## config.mk

```make
export PLATFORM = sky130hd
export DESIGN_NAME = lsu_top
export DESIGN_NICKNAME = d
export VERILOG_FILES = /design/src/hw/lsu_pkg.sv /design/src/hw/lsu_top.sv /design/src/hw/lsu_result.sv /design/src/hw/lsu_execute.sv /design/src/hw/lsu_decode.sv
export SDC_FILE = /design/constraint.sdc
export NUM_CORES = 1
export LEC_CHECK = 0
export ABC_AREA = 1
export BUFFER_PORTS_ARGS = -buffer_cell sky130_fd_sc_hd__buf_4
export CAP_MARGIN = 15
export CORE_AREA = 2 2 133 265
export DETAILED_ROUTE_END_ITERATION = 10
export DIE_AREA = 0 0 135 267
export PLACE_DENSITY_LB_ADDON = 0.05
export SETUP_SLACK_MARGIN = 0.05
export SYNTH_ARGS = -nofsm -noshare
export SYNTH_HDL_FRONTEND = slang
export SYNTH_SLANG_ARGS = --single-unit
```

## constraint.sdc

```tcl
create_clock -name clk -period 3.25 [get_ports clk]
set_input_delay 0.975 -clock clk [delete_from_list [all_inputs] [get_ports clk]]
set_output_delay 0.975 -clock clk [all_outputs]
set_load 0.01 [all_outputs]
```

## src/hw/lsu_pkg.sv

```systemverilog
`default_nettype none

package lsu_pkg;

	// register and bus data width, one word
	localparam int DATA_WIDTH = 32;

	// register file index width
	localparam int REG_ADDR_WIDTH = 5;

	// primary opcodes of the memory instructions, bits 31:26
	localparam logic [5:0] OPC_LB  = 6'h20;
	localparam logic [5:0] OPC_LH  = 6'h21;
	localparam logic [5:0] OPC_LWL = 6'h22;
	localparam logic [5:0] OPC_LW  = 6'h23;
	localparam logic [5:0] OPC_LBU = 6'h24;
	localparam logic [5:0] OPC_LHU = 6'h25;
	localparam logic [5:0] OPC_LWR = 6'h26;
	localparam logic [5:0] OPC_SB  = 6'h28;
	localparam logic [5:0] OPC_SH  = 6'h29;
	localparam logic [5:0] OPC_SW  = 6'h2B;

	// memory operation carried down the load/store path
	// loads first so a range test separates them from stores
	typedef enum logic [3:0] {
		OP_NONE = 4'd0,
		LB      = 4'd1,
		LBU     = 4'd2,
		LH      = 4'd3,
		LHU     = 4'd4,
		LW      = 4'd5,
		LWL     = 4'd6,
		LWR     = 4'd7,
		SB      = 4'd8,
		SH      = 4'd9,
		SW      = 4'd10
	} mem_op_e;

endpackage

`default_nettype wire
```

## src/hw/lsu_top.sv

```systemverilog
`default_nettype none

module lsu_top #(
	parameter int ADDR_WIDTH = 32
) (
	input  logic                                clk,
	input  logic                                reset_i,
	input  logic                                flush_i,
	input  logic                                valid_i,
	output logic                                ready_o,
	input  logic [31:0]                         inst_i,
	input  logic [lsu_pkg::DATA_WIDTH-1:0]      base_i,
	input  logic [lsu_pkg::DATA_WIDTH-1:0]      store_data_i,
	output logic                                psel_o,
	output logic                                penable_o,
	output logic                                pwrite_o,
	output logic [ADDR_WIDTH-1:0]               paddr_o,
	output logic [lsu_pkg::DATA_WIDTH-1:0]      pwdata_o,
	output logic [lsu_pkg::DATA_WIDTH/8-1:0]    pstrb_o,
	input  logic [lsu_pkg::DATA_WIDTH-1:0]      prdata_i,
	input  logic                                pready_i,
	input  logic                                pslverr_i,
	output logic                                wb_valid_o,
	output logic [lsu_pkg::REG_ADDR_WIDTH-1:0]  wb_waddr_o,
	output logic [lsu_pkg::DATA_WIDTH-1:0]      wb_wdata_o,
	output logic [3:0]                          wb_wren_o,
	output logic                                err_o
);

	lsu_pkg::mem_op_e                   mem_op;
	logic [lsu_pkg::REG_ADDR_WIDTH-1:0] dest_reg;
	logic [15:0]                        offset;

	logic                               xfer_done;
	lsu_pkg::mem_op_e                   xfer_op;
	logic [lsu_pkg::REG_ADDR_WIDTH-1:0] xfer_dest;
	logic [1:0]                         xfer_addr_low;
	logic [lsu_pkg::DATA_WIDTH-1:0]     xfer_rdata;
	logic                               xfer_err;

	lsu_decode lsu_decode_i (
		.inst_i     (inst_i),
		.mem_op_o   (mem_op),
		.dest_reg_o (dest_reg),
		.offset_o   (offset)
	);

	lsu_execute #(
		.ADDR_WIDTH (ADDR_WIDTH)
	) lsu_execute_i (
		.clk             (clk),
		.reset_i         (reset_i),
		.valid_i         (valid_i),
		.ready_o         (ready_o),
		.flush_i         (flush_i),
		.mem_op_i        (mem_op),
		.dest_reg_i      (dest_reg),
		.offset_i        (offset),
		.base_i          (base_i),
		.store_data_i    (store_data_i),
		.psel_o          (psel_o),
		.penable_o       (penable_o),
		.pwrite_o        (pwrite_o),
		.paddr_o         (paddr_o),
		.pwdata_o        (pwdata_o),
		.pstrb_o         (pstrb_o),
		.prdata_i        (prdata_i),
		.pready_i        (pready_i),
		.pslverr_i       (pslverr_i),
		.xfer_done_o     (xfer_done),
		.xfer_op_o       (xfer_op),
		.xfer_dest_o     (xfer_dest),
		.xfer_addr_low_o (xfer_addr_low),
		.xfer_rdata_o    (xfer_rdata),
		.xfer_err_o      (xfer_err)
	);

	lsu_result lsu_result_i (
		.clk             (clk),
		.reset_i         (reset_i),
		.flush_i         (flush_i),
		.xfer_done_i     (xfer_done),
		.xfer_op_i       (xfer_op),
		.xfer_dest_i     (xfer_dest),
		.xfer_addr_low_i (xfer_addr_low),
		.xfer_rdata_i    (xfer_rdata),
		.xfer_err_i      (xfer_err),
		.wb_valid_o      (wb_valid_o),
		.wb_waddr_o      (wb_waddr_o),
		.wb_wdata_o      (wb_wdata_o),
		.wb_wren_o       (wb_wren_o),
		.err_o           (err_o)
	);

endmodule

`default_nettype wire

```

## src/hw/lsu_result.sv

```systemverilog
`default_nettype none

module lsu_result (
	input  logic                                clk,
	input  logic                                reset_i,
	input  logic                                flush_i,
	input  logic                                xfer_done_i,
	input  lsu_pkg::mem_op_e                    xfer_op_i,
	input  logic [lsu_pkg::REG_ADDR_WIDTH-1:0]  xfer_dest_i,
	input  logic [1:0]                          xfer_addr_low_i,
	input  logic [lsu_pkg::DATA_WIDTH-1:0]      xfer_rdata_i,
	input  logic                                xfer_err_i,
	output logic                                wb_valid_o,
	output logic [lsu_pkg::REG_ADDR_WIDTH-1:0]  wb_waddr_o,
	output logic [lsu_pkg::DATA_WIDTH-1:0]      wb_wdata_o,
	output logic [3:0]                          wb_wren_o,
	output logic                                err_o
);

	localparam int DW = lsu_pkg::DATA_WIDTH;

	logic          is_load;
	logic          wb_load;
	logic [7:0]    sel_byte;
	logic [15:0]   sel_half;
	logic [DW-1:0] load_data;
	logic [3:0]    load_wren;

	// loads sit below the stores in the operation encoding
	assign is_load = (xfer_op_i != lsu_pkg::OP_NONE) && (xfer_op_i <= lsu_pkg::LWR);
	assign wb_load = xfer_done_i & is_load & ~xfer_err_i;

	assign sel_byte = xfer_rdata_i[8 * xfer_addr_low_i +: 8];
	assign sel_half = xfer_addr_low_i[1] ? xfer_rdata_i[31:16] : xfer_rdata_i[15:0];

	always_comb begin
		load_data = xfer_rdata_i;
		load_wren = 4'b1111;
		case (xfer_op_i)
			lsu_pkg::LB: begin
				load_data = {{24{sel_byte[7]}}, sel_byte};
			end
			lsu_pkg::LBU: begin
				load_data = {24'b0, sel_byte};
			end
			lsu_pkg::LH: begin
				load_data = {{16{sel_half[15]}}, sel_half};
			end
			lsu_pkg::LHU: begin
				load_data = {16'b0, sel_half};
			end
			lsu_pkg::LWL: begin
				// low bytes of the word move up into the register top
				case (xfer_addr_low_i)
					2'd0: begin
						load_data = {xfer_rdata_i[7:0], 24'b0};
						load_wren = 4'b1000;
					end
					2'd1: begin
						load_data = {xfer_rdata_i[15:0], 16'b0};
						load_wren = 4'b1100;
					end
					2'd2: begin
						load_data = {xfer_rdata_i[23:0], 8'b0};
						load_wren = 4'b1110;
					end
					default: begin
						load_data = xfer_rdata_i;
						load_wren = 4'b1111;
					end
				endcase
			end
			lsu_pkg::LWR: begin
				// high bytes move down into the register bottom
				case (xfer_addr_low_i)
					2'd0: begin
						load_data = xfer_rdata_i;
						load_wren = 4'b1111;
					end
					2'd1: begin
						load_data = {8'b0, xfer_rdata_i[31:8]};
						load_wren = 4'b0111;
					end
					2'd2: begin
						load_data = {16'b0, xfer_rdata_i[31:16]};
						load_wren = 4'b0011;
					end
					default: begin
						load_data = {24'b0, xfer_rdata_i[31:24]};
						load_wren = 4'b0001;
					end
				endcase
			end
			default: begin
				load_data = xfer_rdata_i;
			end
		endcase
	end

	always_ff @(posedge clk) begin
		if (reset_i || flush_i) begin
			wb_valid_o <= 1'b0;
			wb_wren_o  <= 4'b0;
			err_o      <= 1'b0;
		end else begin
			// stores finish here silently, errors only raise err_o
			wb_valid_o <= wb_load;
			wb_wren_o  <= wb_load ? load_wren : 4'b0;
			err_o      <= xfer_done_i & xfer_err_i;
		end
	end

	always_ff @(posedge clk) begin
		if (flush_i) begin
			wb_waddr_o <= '0;
			wb_wdata_o <= '0;
		end else if (xfer_done_i) begin
			wb_waddr_o <= xfer_dest_i;
			wb_wdata_o <= load_data;
		end
	end

endmodule

`default_nettype wire

```

## src/hw/lsu_execute.sv

```systemverilog
`default_nettype none

module lsu_execute #(
	parameter int ADDR_WIDTH = 32
) (
	input  logic                                clk,
	input  logic                                reset_i,
	input  logic                                valid_i,
	output logic                                ready_o,
	input  logic                                flush_i,
	input  lsu_pkg::mem_op_e                    mem_op_i,
	input  logic [lsu_pkg::REG_ADDR_WIDTH-1:0]  dest_reg_i,
	input  logic [15:0]                         offset_i,
	input  logic [lsu_pkg::DATA_WIDTH-1:0]      base_i,
	input  logic [lsu_pkg::DATA_WIDTH-1:0]      store_data_i,
	output logic                                psel_o,
	output logic                                penable_o,
	output logic                                pwrite_o,
	output logic [ADDR_WIDTH-1:0]               paddr_o,
	output logic [lsu_pkg::DATA_WIDTH-1:0]      pwdata_o,
	output logic [lsu_pkg::DATA_WIDTH/8-1:0]    pstrb_o,
	input  logic [lsu_pkg::DATA_WIDTH-1:0]      prdata_i,
	input  logic                                pready_i,
	input  logic                                pslverr_i,
	output logic                                xfer_done_o,
	output lsu_pkg::mem_op_e                    xfer_op_o,
	output logic [lsu_pkg::REG_ADDR_WIDTH-1:0]  xfer_dest_o,
	output logic [1:0]                          xfer_addr_low_o,
	output logic [lsu_pkg::DATA_WIDTH-1:0]      xfer_rdata_o,
	output logic                                xfer_err_o
);

	localparam int DW = lsu_pkg::DATA_WIDTH;
	localparam int SW = lsu_pkg::DATA_WIDTH / 8;

	typedef enum logic [1:0] {
		ST_IDLE,
		ST_SETUP,
		ST_ACCESS
	} state_e;

	state_e                             state_q;
	logic                               kill_q;
	lsu_pkg::mem_op_e                   op_q;
	logic [lsu_pkg::REG_ADDR_WIDTH-1:0] dest_q;
	logic [ADDR_WIDTH-1:0]              addr_q;
	logic                               write_q;
	logic                               misalign_q;
	logic [DW-1:0]                      wdata_q;
	logic [SW-1:0]                      strb_q;

	logic                               accept;
	logic [DW-1:0]                      eff_addr;
	logic                               misalign;
	logic                               is_store;
	logic [DW-1:0]                      wdata_d;
	logic [SW-1:0]                      strb_d;

	assign ready_o = (state_q == ST_IDLE);
	assign accept  = valid_i & ready_o;

	// base plus sign extended immediate
	assign eff_addr = base_i + {{(DW - 16){offset_i[15]}}, offset_i};

	// alignment check and store lane placement
	always_comb begin
		misalign = 1'b0;
		is_store = 1'b0;
		wdata_d  = store_data_i;
		strb_d   = '0;
		case (mem_op_i)
			lsu_pkg::LH, lsu_pkg::LHU: begin
				misalign = eff_addr[0];
			end
			lsu_pkg::LW: begin
				misalign = |eff_addr[1:0];
			end
			lsu_pkg::SB: begin
				is_store = 1'b1;
				wdata_d  = {4{store_data_i[7:0]}};
				strb_d   = 4'b0001 << eff_addr[1:0];
			end
			lsu_pkg::SH: begin
				is_store = 1'b1;
				misalign = eff_addr[0];
				wdata_d  = {2{store_data_i[15:0]}};
				strb_d   = eff_addr[1] ? 4'b1100 : 4'b0011;
			end
			lsu_pkg::SW: begin
				is_store = 1'b1;
				misalign = |eff_addr[1:0];
				strb_d   = 4'b1111;
			end
			default: begin
				misalign = 1'b0;
			end
		endcase
	end

	always_ff @(posedge clk) begin
		if (reset_i) begin
			state_q <= ST_IDLE;
			kill_q  <= 1'b0;
		end else begin
			case (state_q)
				ST_IDLE: begin
					// OP_NONE is taken and dropped here
					if (accept && mem_op_i != lsu_pkg::OP_NONE) begin
						state_q <= ST_SETUP;
					end
				end
				ST_SETUP: begin
					state_q <= misalign_q ? ST_IDLE : ST_ACCESS;
				end
				ST_ACCESS: begin
					if (pready_i) begin
						state_q <= ST_IDLE;
					end
				end
				default: begin
					state_q <= ST_IDLE;
				end
			endcase
			// a flush in the accept cycle squashes the new item too
			if (accept) begin
				kill_q <= flush_i;
			end else if (flush_i) begin
				kill_q <= 1'b1;
			end
		end
	end

	always_ff @(posedge clk) begin
		if (accept) begin
			op_q       <= mem_op_i;
			dest_q     <= dest_reg_i;
			addr_q     <= eff_addr[ADDR_WIDTH-1:0];
			write_q    <= is_store;
			misalign_q <= misalign;
			wdata_q    <= wdata_d;
			strb_q     <= is_store ? strb_d : '0;
		end
	end

	// misaligned items sit one cycle in setup without selecting the slave
	assign psel_o    = (state_q == ST_SETUP && !misalign_q) || (state_q == ST_ACCESS);
	assign penable_o = (state_q == ST_ACCESS);
	assign pwrite_o  = write_q;
	assign paddr_o   = {addr_q[ADDR_WIDTH-1:2], 2'b00};
	assign pwdata_o  = wdata_q;
	assign pstrb_o   = strb_q;

	assign xfer_done_o = ~kill_q & ((state_q == ST_SETUP && misalign_q) ||
	                                (state_q == ST_ACCESS && pready_i));
	assign xfer_op_o       = op_q;
	assign xfer_dest_o     = dest_q;
	assign xfer_addr_low_o = addr_q[1:0];
	assign xfer_rdata_o    = prdata_i;
	assign xfer_err_o      = misalign_q | pslverr_i;

endmodule

`default_nettype wire

```

## src/hw/lsu_decode.sv

```systemverilog
`default_nettype none

module lsu_decode (
	input  logic [31:0]                         inst_i,
	output lsu_pkg::mem_op_e                    mem_op_o,
	output logic [lsu_pkg::REG_ADDR_WIDTH-1:0]  dest_reg_o,
	output logic [15:0]                         offset_o
);

	logic [5:0] opcode;

	assign opcode = inst_i[31:26];

	// rt is the load destination and also the store data source
	assign dest_reg_o = inst_i[20:16];

	// immediate field, sign extended later in execute
	assign offset_o = inst_i[15:0];

	always_comb begin
		case (opcode)
			lsu_pkg::OPC_LB: begin
				mem_op_o = lsu_pkg::LB;
			end
			lsu_pkg::OPC_LBU: begin
				mem_op_o = lsu_pkg::LBU;
			end
			lsu_pkg::OPC_LH: begin
				mem_op_o = lsu_pkg::LH;
			end
			lsu_pkg::OPC_LHU: begin
				mem_op_o = lsu_pkg::LHU;
			end
			lsu_pkg::OPC_LW: begin
				mem_op_o = lsu_pkg::LW;
			end
			lsu_pkg::OPC_LWL: begin
				mem_op_o = lsu_pkg::LWL;
			end
			lsu_pkg::OPC_LWR: begin
				mem_op_o = lsu_pkg::LWR;
			end
			lsu_pkg::OPC_SB: begin
				mem_op_o = lsu_pkg::SB;
			end
			lsu_pkg::OPC_SH: begin
				mem_op_o = lsu_pkg::SH;
			end
			lsu_pkg::OPC_SW: begin
				mem_op_o = lsu_pkg::SW;
			end
			// anything else is not a memory instruction
			default: begin
				mem_op_o = lsu_pkg::OP_NONE;
			end
		endcase
	end

endmodule

`default_nettype wire

```

Yosys cells after proc, flatten, opt, wreduce, memory -nomap -nowiden
Index checks and enable logic that the tools add are counted.
Word-level totals
  register bits after elaboration: 125
  input bits: 134
  output and inout port bits: 115
  word-level logic and storage cells: 94
Operators by class
  add/sub/neg operators: 1
  order comparisons: 1
  eq/ne operators: 28
  shifts and indexed selects: 2
  multiplexer cells: 19
  bitwise gates (word level): 9
  reduce and logical (&&, ||, !) cells: 20
Operators with widths (number)
  case mux 32 bit (3 select lines): 2
  case mux 32 bit (6 select lines): 1
  case mux 32 bit (2 select lines): 1
  == test 6 bit (second input constant): 10
  case mux 4 bit (10 select lines): 1
  adder 32 bit: 1
  variable part select 32 x 6 -> 8 bit: 1
  case mux 4 bit (3 select lines): 2
  == test 4 x 3 -> 1 bit (second input constant): 5
  two-way mux 16 bit: 1
  == test 4 x 2 -> 1 bit (second input constant): 3
  == test 4 bit (second input constant): 3
  case mux 3 bit (3 select lines): 1
  case mux 4 bit (2 select lines): 1
  nonzero test 4 bit: 2
  two-way mux 2 bit: 3
  case mux 2 bit (3 select lines): 1
  OR reduction 2 bit: 3
  OR reduction 3 bit: 2
  AND 1 bit: 5
  logical AND 1 bit: 5
  == test 2 x 1 -> 1 bit (second input constant): 2
  == test 2 bit (second input constant): 2
  == test 4 x 1 -> 1 bit (second input constant): 1
  14 further kinds: 21

Depth between registers and ports, before layout
Gate-level depths: netlist of the first run.
  depth in word-level cells: 8
  mapped depth: 12
  depth with buffers taken out: 12

Cells and area by module
Synthesis of the first run repeated with hierarchy kept, for this count alone.
Unflattened totals
  cells, all modules: 1412
  area, all modules: 9255.1 um^2
By module, submodules not included
  lsu_execute: times used 1, cells an instance 739, area each 5589.1 um^2, seq. area each 2432.3 um^2
  lsu_result: times used 1, cells an instance 621, area each 3368.2 um^2, seq. area each 860.8 um^2
  lsu_decode: times used 1, cells an instance 52, area each 297.8 um^2, seq. area each 0.0 um^2

Least setup slack after synthesis of the first run
Ideal clock, no wire load.
  kind: input to register
  from: in valid_i
  to: reg lsu_execute_i.addr_q[0] (enable)
  library setup time: 434 ps
  data arrival time: 2598 ps
  data required time: 2816 ps
  path slack: 218 ps
  cell stages on the path: 2
  buffers on the path: 0
  cell sequence: nand2_1 > inv_1
Between the ends
  word-level cells in the longest chain between the ends: 1
RTL lines
  from (decl): line lsu_top.sv:9  | input logic valid_i,
  AND 1 bit: line lsu_execute.sv:60  | assign accept = valid_i & ready_o;
  named net lsu_execute_i.accept: line lsu_execute.sv:52  | logic accept;
  to (signal assigned): line lsu_execute.sv:137  | addr_q <= eff_addr[ADDR_WIDTH-1:0];
  to (decl): line lsu_execute.sv:46  | logic [ADDR_WIDTH-1:0] addr_q;
The timed path passes the listed nets, and every way through them passes these cells.
A chain may end at the register's enable or synchronous reset.

Worst setup path in the final report of the first run
  from: in inst_i[0]
  to: reg lsu_execute_i.addr_q[28], data pin
Between the ends
  word-level cells in the longest chain between the ends: 1
RTL lines
  from (decl): line lsu_top.sv:11  | input logic [31:0] inst_i,
  adder 32 bit: line lsu_execute.sv:63  | assign eff_addr = base_i + {{(DW - 16){offset_i[15]}}, offset_i};
  named net lsu_execute_i.eff_addr[28]: line lsu_execute.sv:53  | logic [DW-1:0] eff_addr;
The timed path passes the listed nets, and every way through them passes these cells.

==> metrics.cfg, run 1 <==
[sta]
maxSlewHeadroom_pct=61.2
finalMaxSlewViolations=0
finalCriticalPeriod_ns=2.51
tns_ns=0
worst_pin_slew_ns=0.582
rsz0062_at_grt=false
max_freq_ghz=0.398
setup_violations=0
hold_viol_final=0
final.setup.worst_slack_ns=0.737
period_share_pct=77.3
skew_ns=0.00971

[pwr]
power.leakage_nw=5.80
p_per_area_mw_per_mm2=434
vdd.ir_drop.worst_uv=351
seq_power_share_pct=37.8
clkPwrFrac_pct=37.9
p_int_mw=3.28
combPwrFrac_pct=24.3
total_power_mw=4.94
switching_share_pct=33.7
switching_power_mw=1.67

[yosys]
synth_top_family_by_area=simple AND/OR/NAND/NOR gates
ys_top_cells_by_area=edfxtp_1 (27%), nand2_1 (17%), dfxtp_1 (11%)
synth.mux.area_fraction_pct=0.114
synthSimpleGateAreaFrac_pct=31.9
synth_warnings=0
seq_area_frac_synth_pct=37.6
synthXorXnorAreaFrac_pct=1.50
synth_flop_cell=edfxtp_1
yosys.cell_types.count=48
synth_top_cell_by_area=edfxtp_1
synth-compound-area-share_pct=10.8
netlist_area_mm2=0.00876
synth_top_area_share_pct=27.1
synthAdderAreaFrac_pct=4.66
async_reset_ff_share_pct=0
synth_seq_cells=125
synth_edf_count=79
syn_inst=1281
syn_avg_cell_area_um2=6.84

[clock_network]
cts.sinks=125
cts_tree=built
cts_made_buffers=17
hold_buffers=0
clock_latency_ns=0.44
cts_root_buf=clkbuf_16
cts_setup_buffers=0
clk_pin_slew_ns=0.07
h-tree-depth=4
cts.repair.resized=0
cts_buffer_depth=2

[drt]
wl_um=34700
viasPerCell=4.49
first_pass_iters=5
ant_nets=0
routedWlPerCell_um=17.8
post-route-drc-count=0
route.vias.total=8740
drt_iter0_drc=361

[floorplan]
die_y_um=267
ioPinCount=249
core_area_mm2=0.0341
fp.dieW_um=135
rows=96
die_area_mm2=0.0360
start_util_pct=25.7

[grt]
track_usage_pct=19.2
overflow=0
grt_pass1_wl_um=50900
grt_pass1_vias=8883
antenna_found_initial=1
grt_max_degree=62

[placed_design]
dp_hpwl_um=28200
dpl_worst_slack_ns=0.238
place_congestion=0.850
io_buffers=241

[critical_path]
critical_path.slowest_cell=fa_1
cpPeakStageDelay_ns=0.51
required_ns=3.45
timing.critical_path.buf_inv=1
worst_ep_arrival_time_ns=2.71
path_class=input port to flip-flop
crit_chain=buf_4 -> ha_1 -> fa_1 -> nand3_1 -> nand3_1 -> nand3_1 -> nand3_1 -> nand2_1 -> nand2_1 -> nand2_1 -> nand2_1
worstPathMaxFanout=5
crit_path_end_kind=flip-flop
cp_top_family=simple AND/OR/NAND/NOR gates
worstSetupStartpointType=input port

[layout]
nNetsFinal=1657
areaGrowthSynthToFinish_pct=30.0
layout-drive-gt1-share_pct=20.7

[worst_hold_path]
hold_class=flip-flop to flip-flop

[job]
maxCapViolCount=0

[status]
outcome=finished clean

[per-stage QoR]
step	hold WS, ns	cells	util (%)	cell area, µm²
after detailed placement	0.460	1913	31.7	10800
after CTS	0.471	1945	33.4	11400
after global routing	0.504	1946	33.4	11400
after global placement	0.453	1913	31.7	10800
final	0.471	1946	33.4	11400
after floorplan	0.444	1282	-	8760
[worst register-to-register path, stage by stage, from the launching register on]
cell and delay [ns]:
edfxtp_1 0.64, inv_1 0.46, nand2_1 0.15, nand3_2 0.15
inv_1 0.14, nor2_1 0.12, nand3_1 0.28, nand2_1 0.14
inv_1 0.04
[layout make-up]
class | instances | area, µm²
Timing Repair Buffer | 256 | 1950
Inverter | 193 | 726
Tap cell | 441 | 552
Multi-Input combinational cell | 898 | 4310
Antenna cell | 1 | 2.50
Sequential cell | 125 | 3290
Fill cell | 3816 | 22700
Clock inverter | 15 | 129
Clock buffer | 17 | 425
[layout by cell type, fill, tap and decap left out, drive strengths merged, types with 5 or more instances in the layout]
cell type / instances
a21oi: 80
buf: 256
clkbuf: 17
clkinv: 5
dfxtp: 46
edfxtp: 79
ha: 31
inv: 199
nand2: 405
nand3: 94
nand4: 14
nor2: 134
nor3: 8
o21ai: 74
o21bai: 5
o22ai: 8
or2: 8
xor2: 14
[path summary, 6_finish.rpt]
path / from / to / slack, ns / cells past startpoint
hold reg to reg: lsu_result_i.wb_wdata_o[12]$_SDFFE_PP0P_ / lsu_result_i.wb_wdata_o[12]$_SDFFE_PP0P_ / 0.47 / 2
hold / removal: lsu_result_i.wb_wdata_o[12]$_SDFFE_PP0P_ / lsu_result_i.wb_wdata_o[12]$_SDFFE_PP0P_ / 0.47 / 2
setup reg to reg: lsu_execute_i.addr_q[0]$_DFFE_PP_ / lsu_result_i.wb_wdata_o[11]$_SDFFE_PP0P_ / 1.03 / 8
setup / recovery: inst_i[0] / lsu_execute_i.addr_q[28]$_DFFE_PP_ / 0.74 / 11
[flip-flops by register name, indices dropped and copies added, names as in the netlist, 2 cells and up]
signal and cells:
lsu_execute_i.addr_q 32, lsu_result_i.wb_wdata_o 32, lsu_result_i.wb_wren_o 4, lsu_execute_i.state_q 2
lsu_execute_i.xfer_op_o 4, lsu_execute_i.pwdata_o 32, lsu_execute_i.xfer_dest_o 5, lsu_result_i.wb_waddr_o 5
lsu_execute_i.pstrb_o 4
[cell usage after synthesis, types with 2 or more instances]
cell type / number
nand4_1: 14
buf_4: 37
nor2_4: 4
nand3_2: 2
nand3b_1: 3
nand2_1: 400
xor2_1: 14
ha_1: 31
o21ai_1: 3
nor2_2: 2
edfxtp_1: 79
or2_0: 3
and3_1: 2
nor2_1: 128
inv_2: 4
o31ai_1: 4
or2_2: 4
dfxtp_1: 46
a21oi_1: 79
o22ai_1: 8
clkbuf_1: 10
nor3_1: 8
buf_6: 4
nand2_2: 4
o21ai_0: 69
nand3_1: 92
inv_1: 188
buf_2: 13
and2_1: 3
o21bai_1: 5
[power by group through the flow]
stage / sequential, mW / combinational, mW / clock, mW
6_report: 1.87 / 1.20 / 1.87
5_1_grt: 1.88 / 1.34 / 1.99
4_1_cts: 1.87 / 1.23 / 1.95
3_5_place_dp: 1.90 / 1.23 / 0
3_3_place_gp: 1.90 / 1.23 / 0
2_1_floorplan: 1.91 / 0.716 / 0
[cell families after synthesis]
| group | after synthesis |
|---|---|
| mux | 1 |
| other cells | 1 |
| buf+inv | 259 |
| xor+xnor | 15 |
| simple gates | 672 |
| fa+ha+maj | 32 |
| compound gates | 176 |
| flops | 125 |
[metal layers]
metal / GRT usage [%] / up-vias / wire (µm)
met1: 15.6 / 4007 / 10800
met3: 3.25 / 45 / 1240
met2: 42.0 / 208 / 21400
li1: - / 4480 / -
met5: 0 / - / 0
met4: 8.39 / 0 / 1310
No activity file was read; power rests on OpenSTA's default activity.
==> run 2: changes to the inputs <==
==> constraint.sdc (replaced) <==
create_clock -name clk -period 2.3 [get_ports clk]
set_input_delay 0.69 -clock clk [delete_from_list [all_inputs] [get_ports clk]]
set_output_delay 0.69 -clock clk [all_outputs]
set_load 0.01 [all_outputs]
==> metrics.cfg, run 2 (synthesized netlist as in run 1, its figures left out) <==
[critical_path]
worst_ep_arrival_time_ns=2.47  ; -0.24 ns
crit_top_cell=nor2_1
r2r_end=lsu_result_i.wb_wdata_o[4]$_SDFFE_PP0P_
ff2ff_setup_slack_ns=0.23  ; -0.80 ns
crit_path_end_kind=flip-flop
crit_chain=nor2_1 -> nand2_1 -> nor2_1 -> inv_1 -> nand2_1 -> inv_1 -> o21ai_0 -> nor2_1 -> nor2_1
worstPathMaxFanout=5  ; unchanged
cpPeakStageDelay_ns=0.46  ; -0.05 ns
path_class=flip-flop to flip-flop
r2r_cells=9  ; +1
worstSetupStartpointType=flip-flop
required_ns=2.70  ; -0.75 ns
rr_startpoint=lsu_execute_i.xfer_op_o[3]$_DFFE_PP_
critical_path.slowest_cell=edfxtp_1

[sta]
final.setup.worst_slack_ns=0.232  ; -0.505 ns
max_freq_ghz=0.484
skew_ns=0.0123  ; +0.00255 ns
whs_ns=0.409  ; -0.0626 ns
worst_pin_slew_ns=0.655  ; +0.0737 ns
finalMaxSlewViolations=0  ; unchanged
finalCriticalPeriod_ns=2.07
period_share_pct=89.9
maxSlewHeadroom_pct=56.3  ; -5.0 points
rsz0062_at_grt=false
setup_violations=0  ; unchanged
hold_viol_final=0  ; unchanged
tns_ns=0  ; unchanged

[floorplan]
start_util_pct=25.7  ; unchanged
fp.dieW_um=135  ; unchanged
die_y_um=267  ; unchanged
die_area_mm2=0.0360  ; unchanged
core_area_mm2=0.0341  ; unchanged
ioPinCount=249  ; unchanged
rows=96  ; unchanged

[clock_network]
h-tree-depth=4  ; unchanged
hold_buffers=0  ; unchanged
cts_tree=built
cts.sinks=125  ; unchanged
cts_buffer_depth=2  ; unchanged
cts_setup_buffers=0  ; unchanged
clock_latency_ns=0.45  ; about the same
cts_made_buffers=17  ; unchanged
clk_pin_slew_ns=0.07  ; about the same
cts_root_buf=clkbuf_16
cts.repair.resized=0  ; unchanged

[pwr]
power.leakage_nw=6.30  ; +8.6%
p_per_area_mw_per_mm2=618  ; +42%
vdd.ir_drop.worst_uv=511  ; +46%

[placed_design]
dpl_worst_slack_ns=-0.255  ; -0.493 ns
place_inst=2003  ; +4.7%
place_congestion=0.876  ; +3.1%
io_buffers=241  ; unchanged
dp_hpwl_um=29600  ; +4.9%

[drt]
first_pass_iters=4  ; -1
met1_length_um=10700  ; -0.75%
drt_iter0_drc=382  ; +5.8%
viasPerCell=4.50  ; +0.20%
wl_um=35900  ; +3.3%
routed-wl-met2_um=22600  ; +5.9%
route.vias.total=9158  ; +4.8%
wl_met3_um=1230  ; -0.89%
routedWlPerCell_um=17.6  ; -1.2%
post-route-drc-count=0  ; unchanged
ant_nets=0  ; unchanged
highest_layer=met4

[layout]
final_common_cell=nand2_1
num_antenna_cells=0  ; -1
nNetsFinal=1747  ; +5.4%
areaGrowthSynthToFinish_pct=39.1
layout-drive-gt1-share_pct=25.4  ; +4.7 points
fin_util_pct=35.7  ; +2.4 points
finalNonFillerCells=2035  ; +4.6%
final_cell_mix=nand2_1 (399), buf_4 (341), inv_1 (187), nor2_1 (128), nand3_1 (92)

[grt]
antenna_found_initial=0  ; -1
grt_pass1_vias=9136  ; +2.8%
grt_max_degree=68  ; +9.7%
overflow=0  ; unchanged
track_usage_pct=19.8  ; +0.64 points
grt_pass1_wl_um=52100  ; +2.5%

[worst_hold_path]
hold_class=input port to flip-flop
hold_end=lsu_execute_i.xfer_dest_o[0]$_DFFE_PP_
worst_hold_path.num_cells=1  ; -1
min_from=inst_i[16]

[status]
outcome=finished clean

[job]
maxCapViolCount=0  ; unchanged

run 2: cell count changes in the layout (fill, tap and decap cells not counted), moves of 3 or more:
cell        before  now
bufinv_16        0    3
clkinvlp_4       4    1
buf_12           2    5
buf_4          254  341
run 2: power by group:
part           switching (mW)  internal (mW)  total, mW
Combinational            1.10          0.812       1.92
Sequential             0.0629           2.57       2.64
Clock                    1.23           1.75       2.98
Total                    2.40           5.13       7.53
run 2: stage by stage:
stage	power (mW)	area, µm²
after floorplan	3.71	8780
after global placement	4.64	11600
after detailed placement	4.63	11600
after CTS	7.67	12200
after global routing	7.90	12200
final	7.53	12200
run 2: worst max-delay path, delay by kind of cell, from the launching register on:
family	cells	cell delay, ns
and+or+nand+nor	6	0.90
DFF	1	0.46
AOI/OAI and AO/OA	1	0.41
buffers and inverters	2	0.25
run 2: layer usage:
layer / vias up / global-route usage (%)
met5: - / 0
met4: 0 / 9.26
met3: 59 / 3.25
met2: 217 / 43.6
met1: 4213 / 15.7
li1: 4669 / -
run 2: worst max path at each step:
stage / startpoint / endpoint / slack (ns) / cells after the start
2_1_floorplan: valid_i / lsu_execute_i.addr_q[0]$_DFFE_PP_ / 0.02 / 2
3_5_place_dp: inst_i[15] / lsu_execute_i.addr_q[19]$_DFFE_PP_ / -0.25 / 12
6_report: lsu_execute_i.xfer_op_o[3]$_DFFE_PP_ / lsu_result_i.wb_wdata_o[4]$_SDFFE_PP0P_ / 0.23 / 9
5_1_grt: inst_i[15] / lsu_execute_i.addr_q[25]$_DFFE_PP_ / 0.07 / 9
3_3_place_gp: inst_i[14] / lsu_execute_i.addr_q[19]$_DFFE_PP_ / -0.22 / 12
4_1_cts: lsu_execute_i.xfer_op_o[3]$_DFFE_PP_ / lsu_result_i.wb_wdata_o[4]$_SDFFE_PP0P_ / 0.19 / 9
run 2: cell type report:
class	count	area (µm²)
inverter	193	728
sequential	125	3290
clock inverter	15	199
multi-input combinational	898	4320
clock buffer	17	425
timing repair buffer	346	2660
tap	441	552
fill	3798	21900
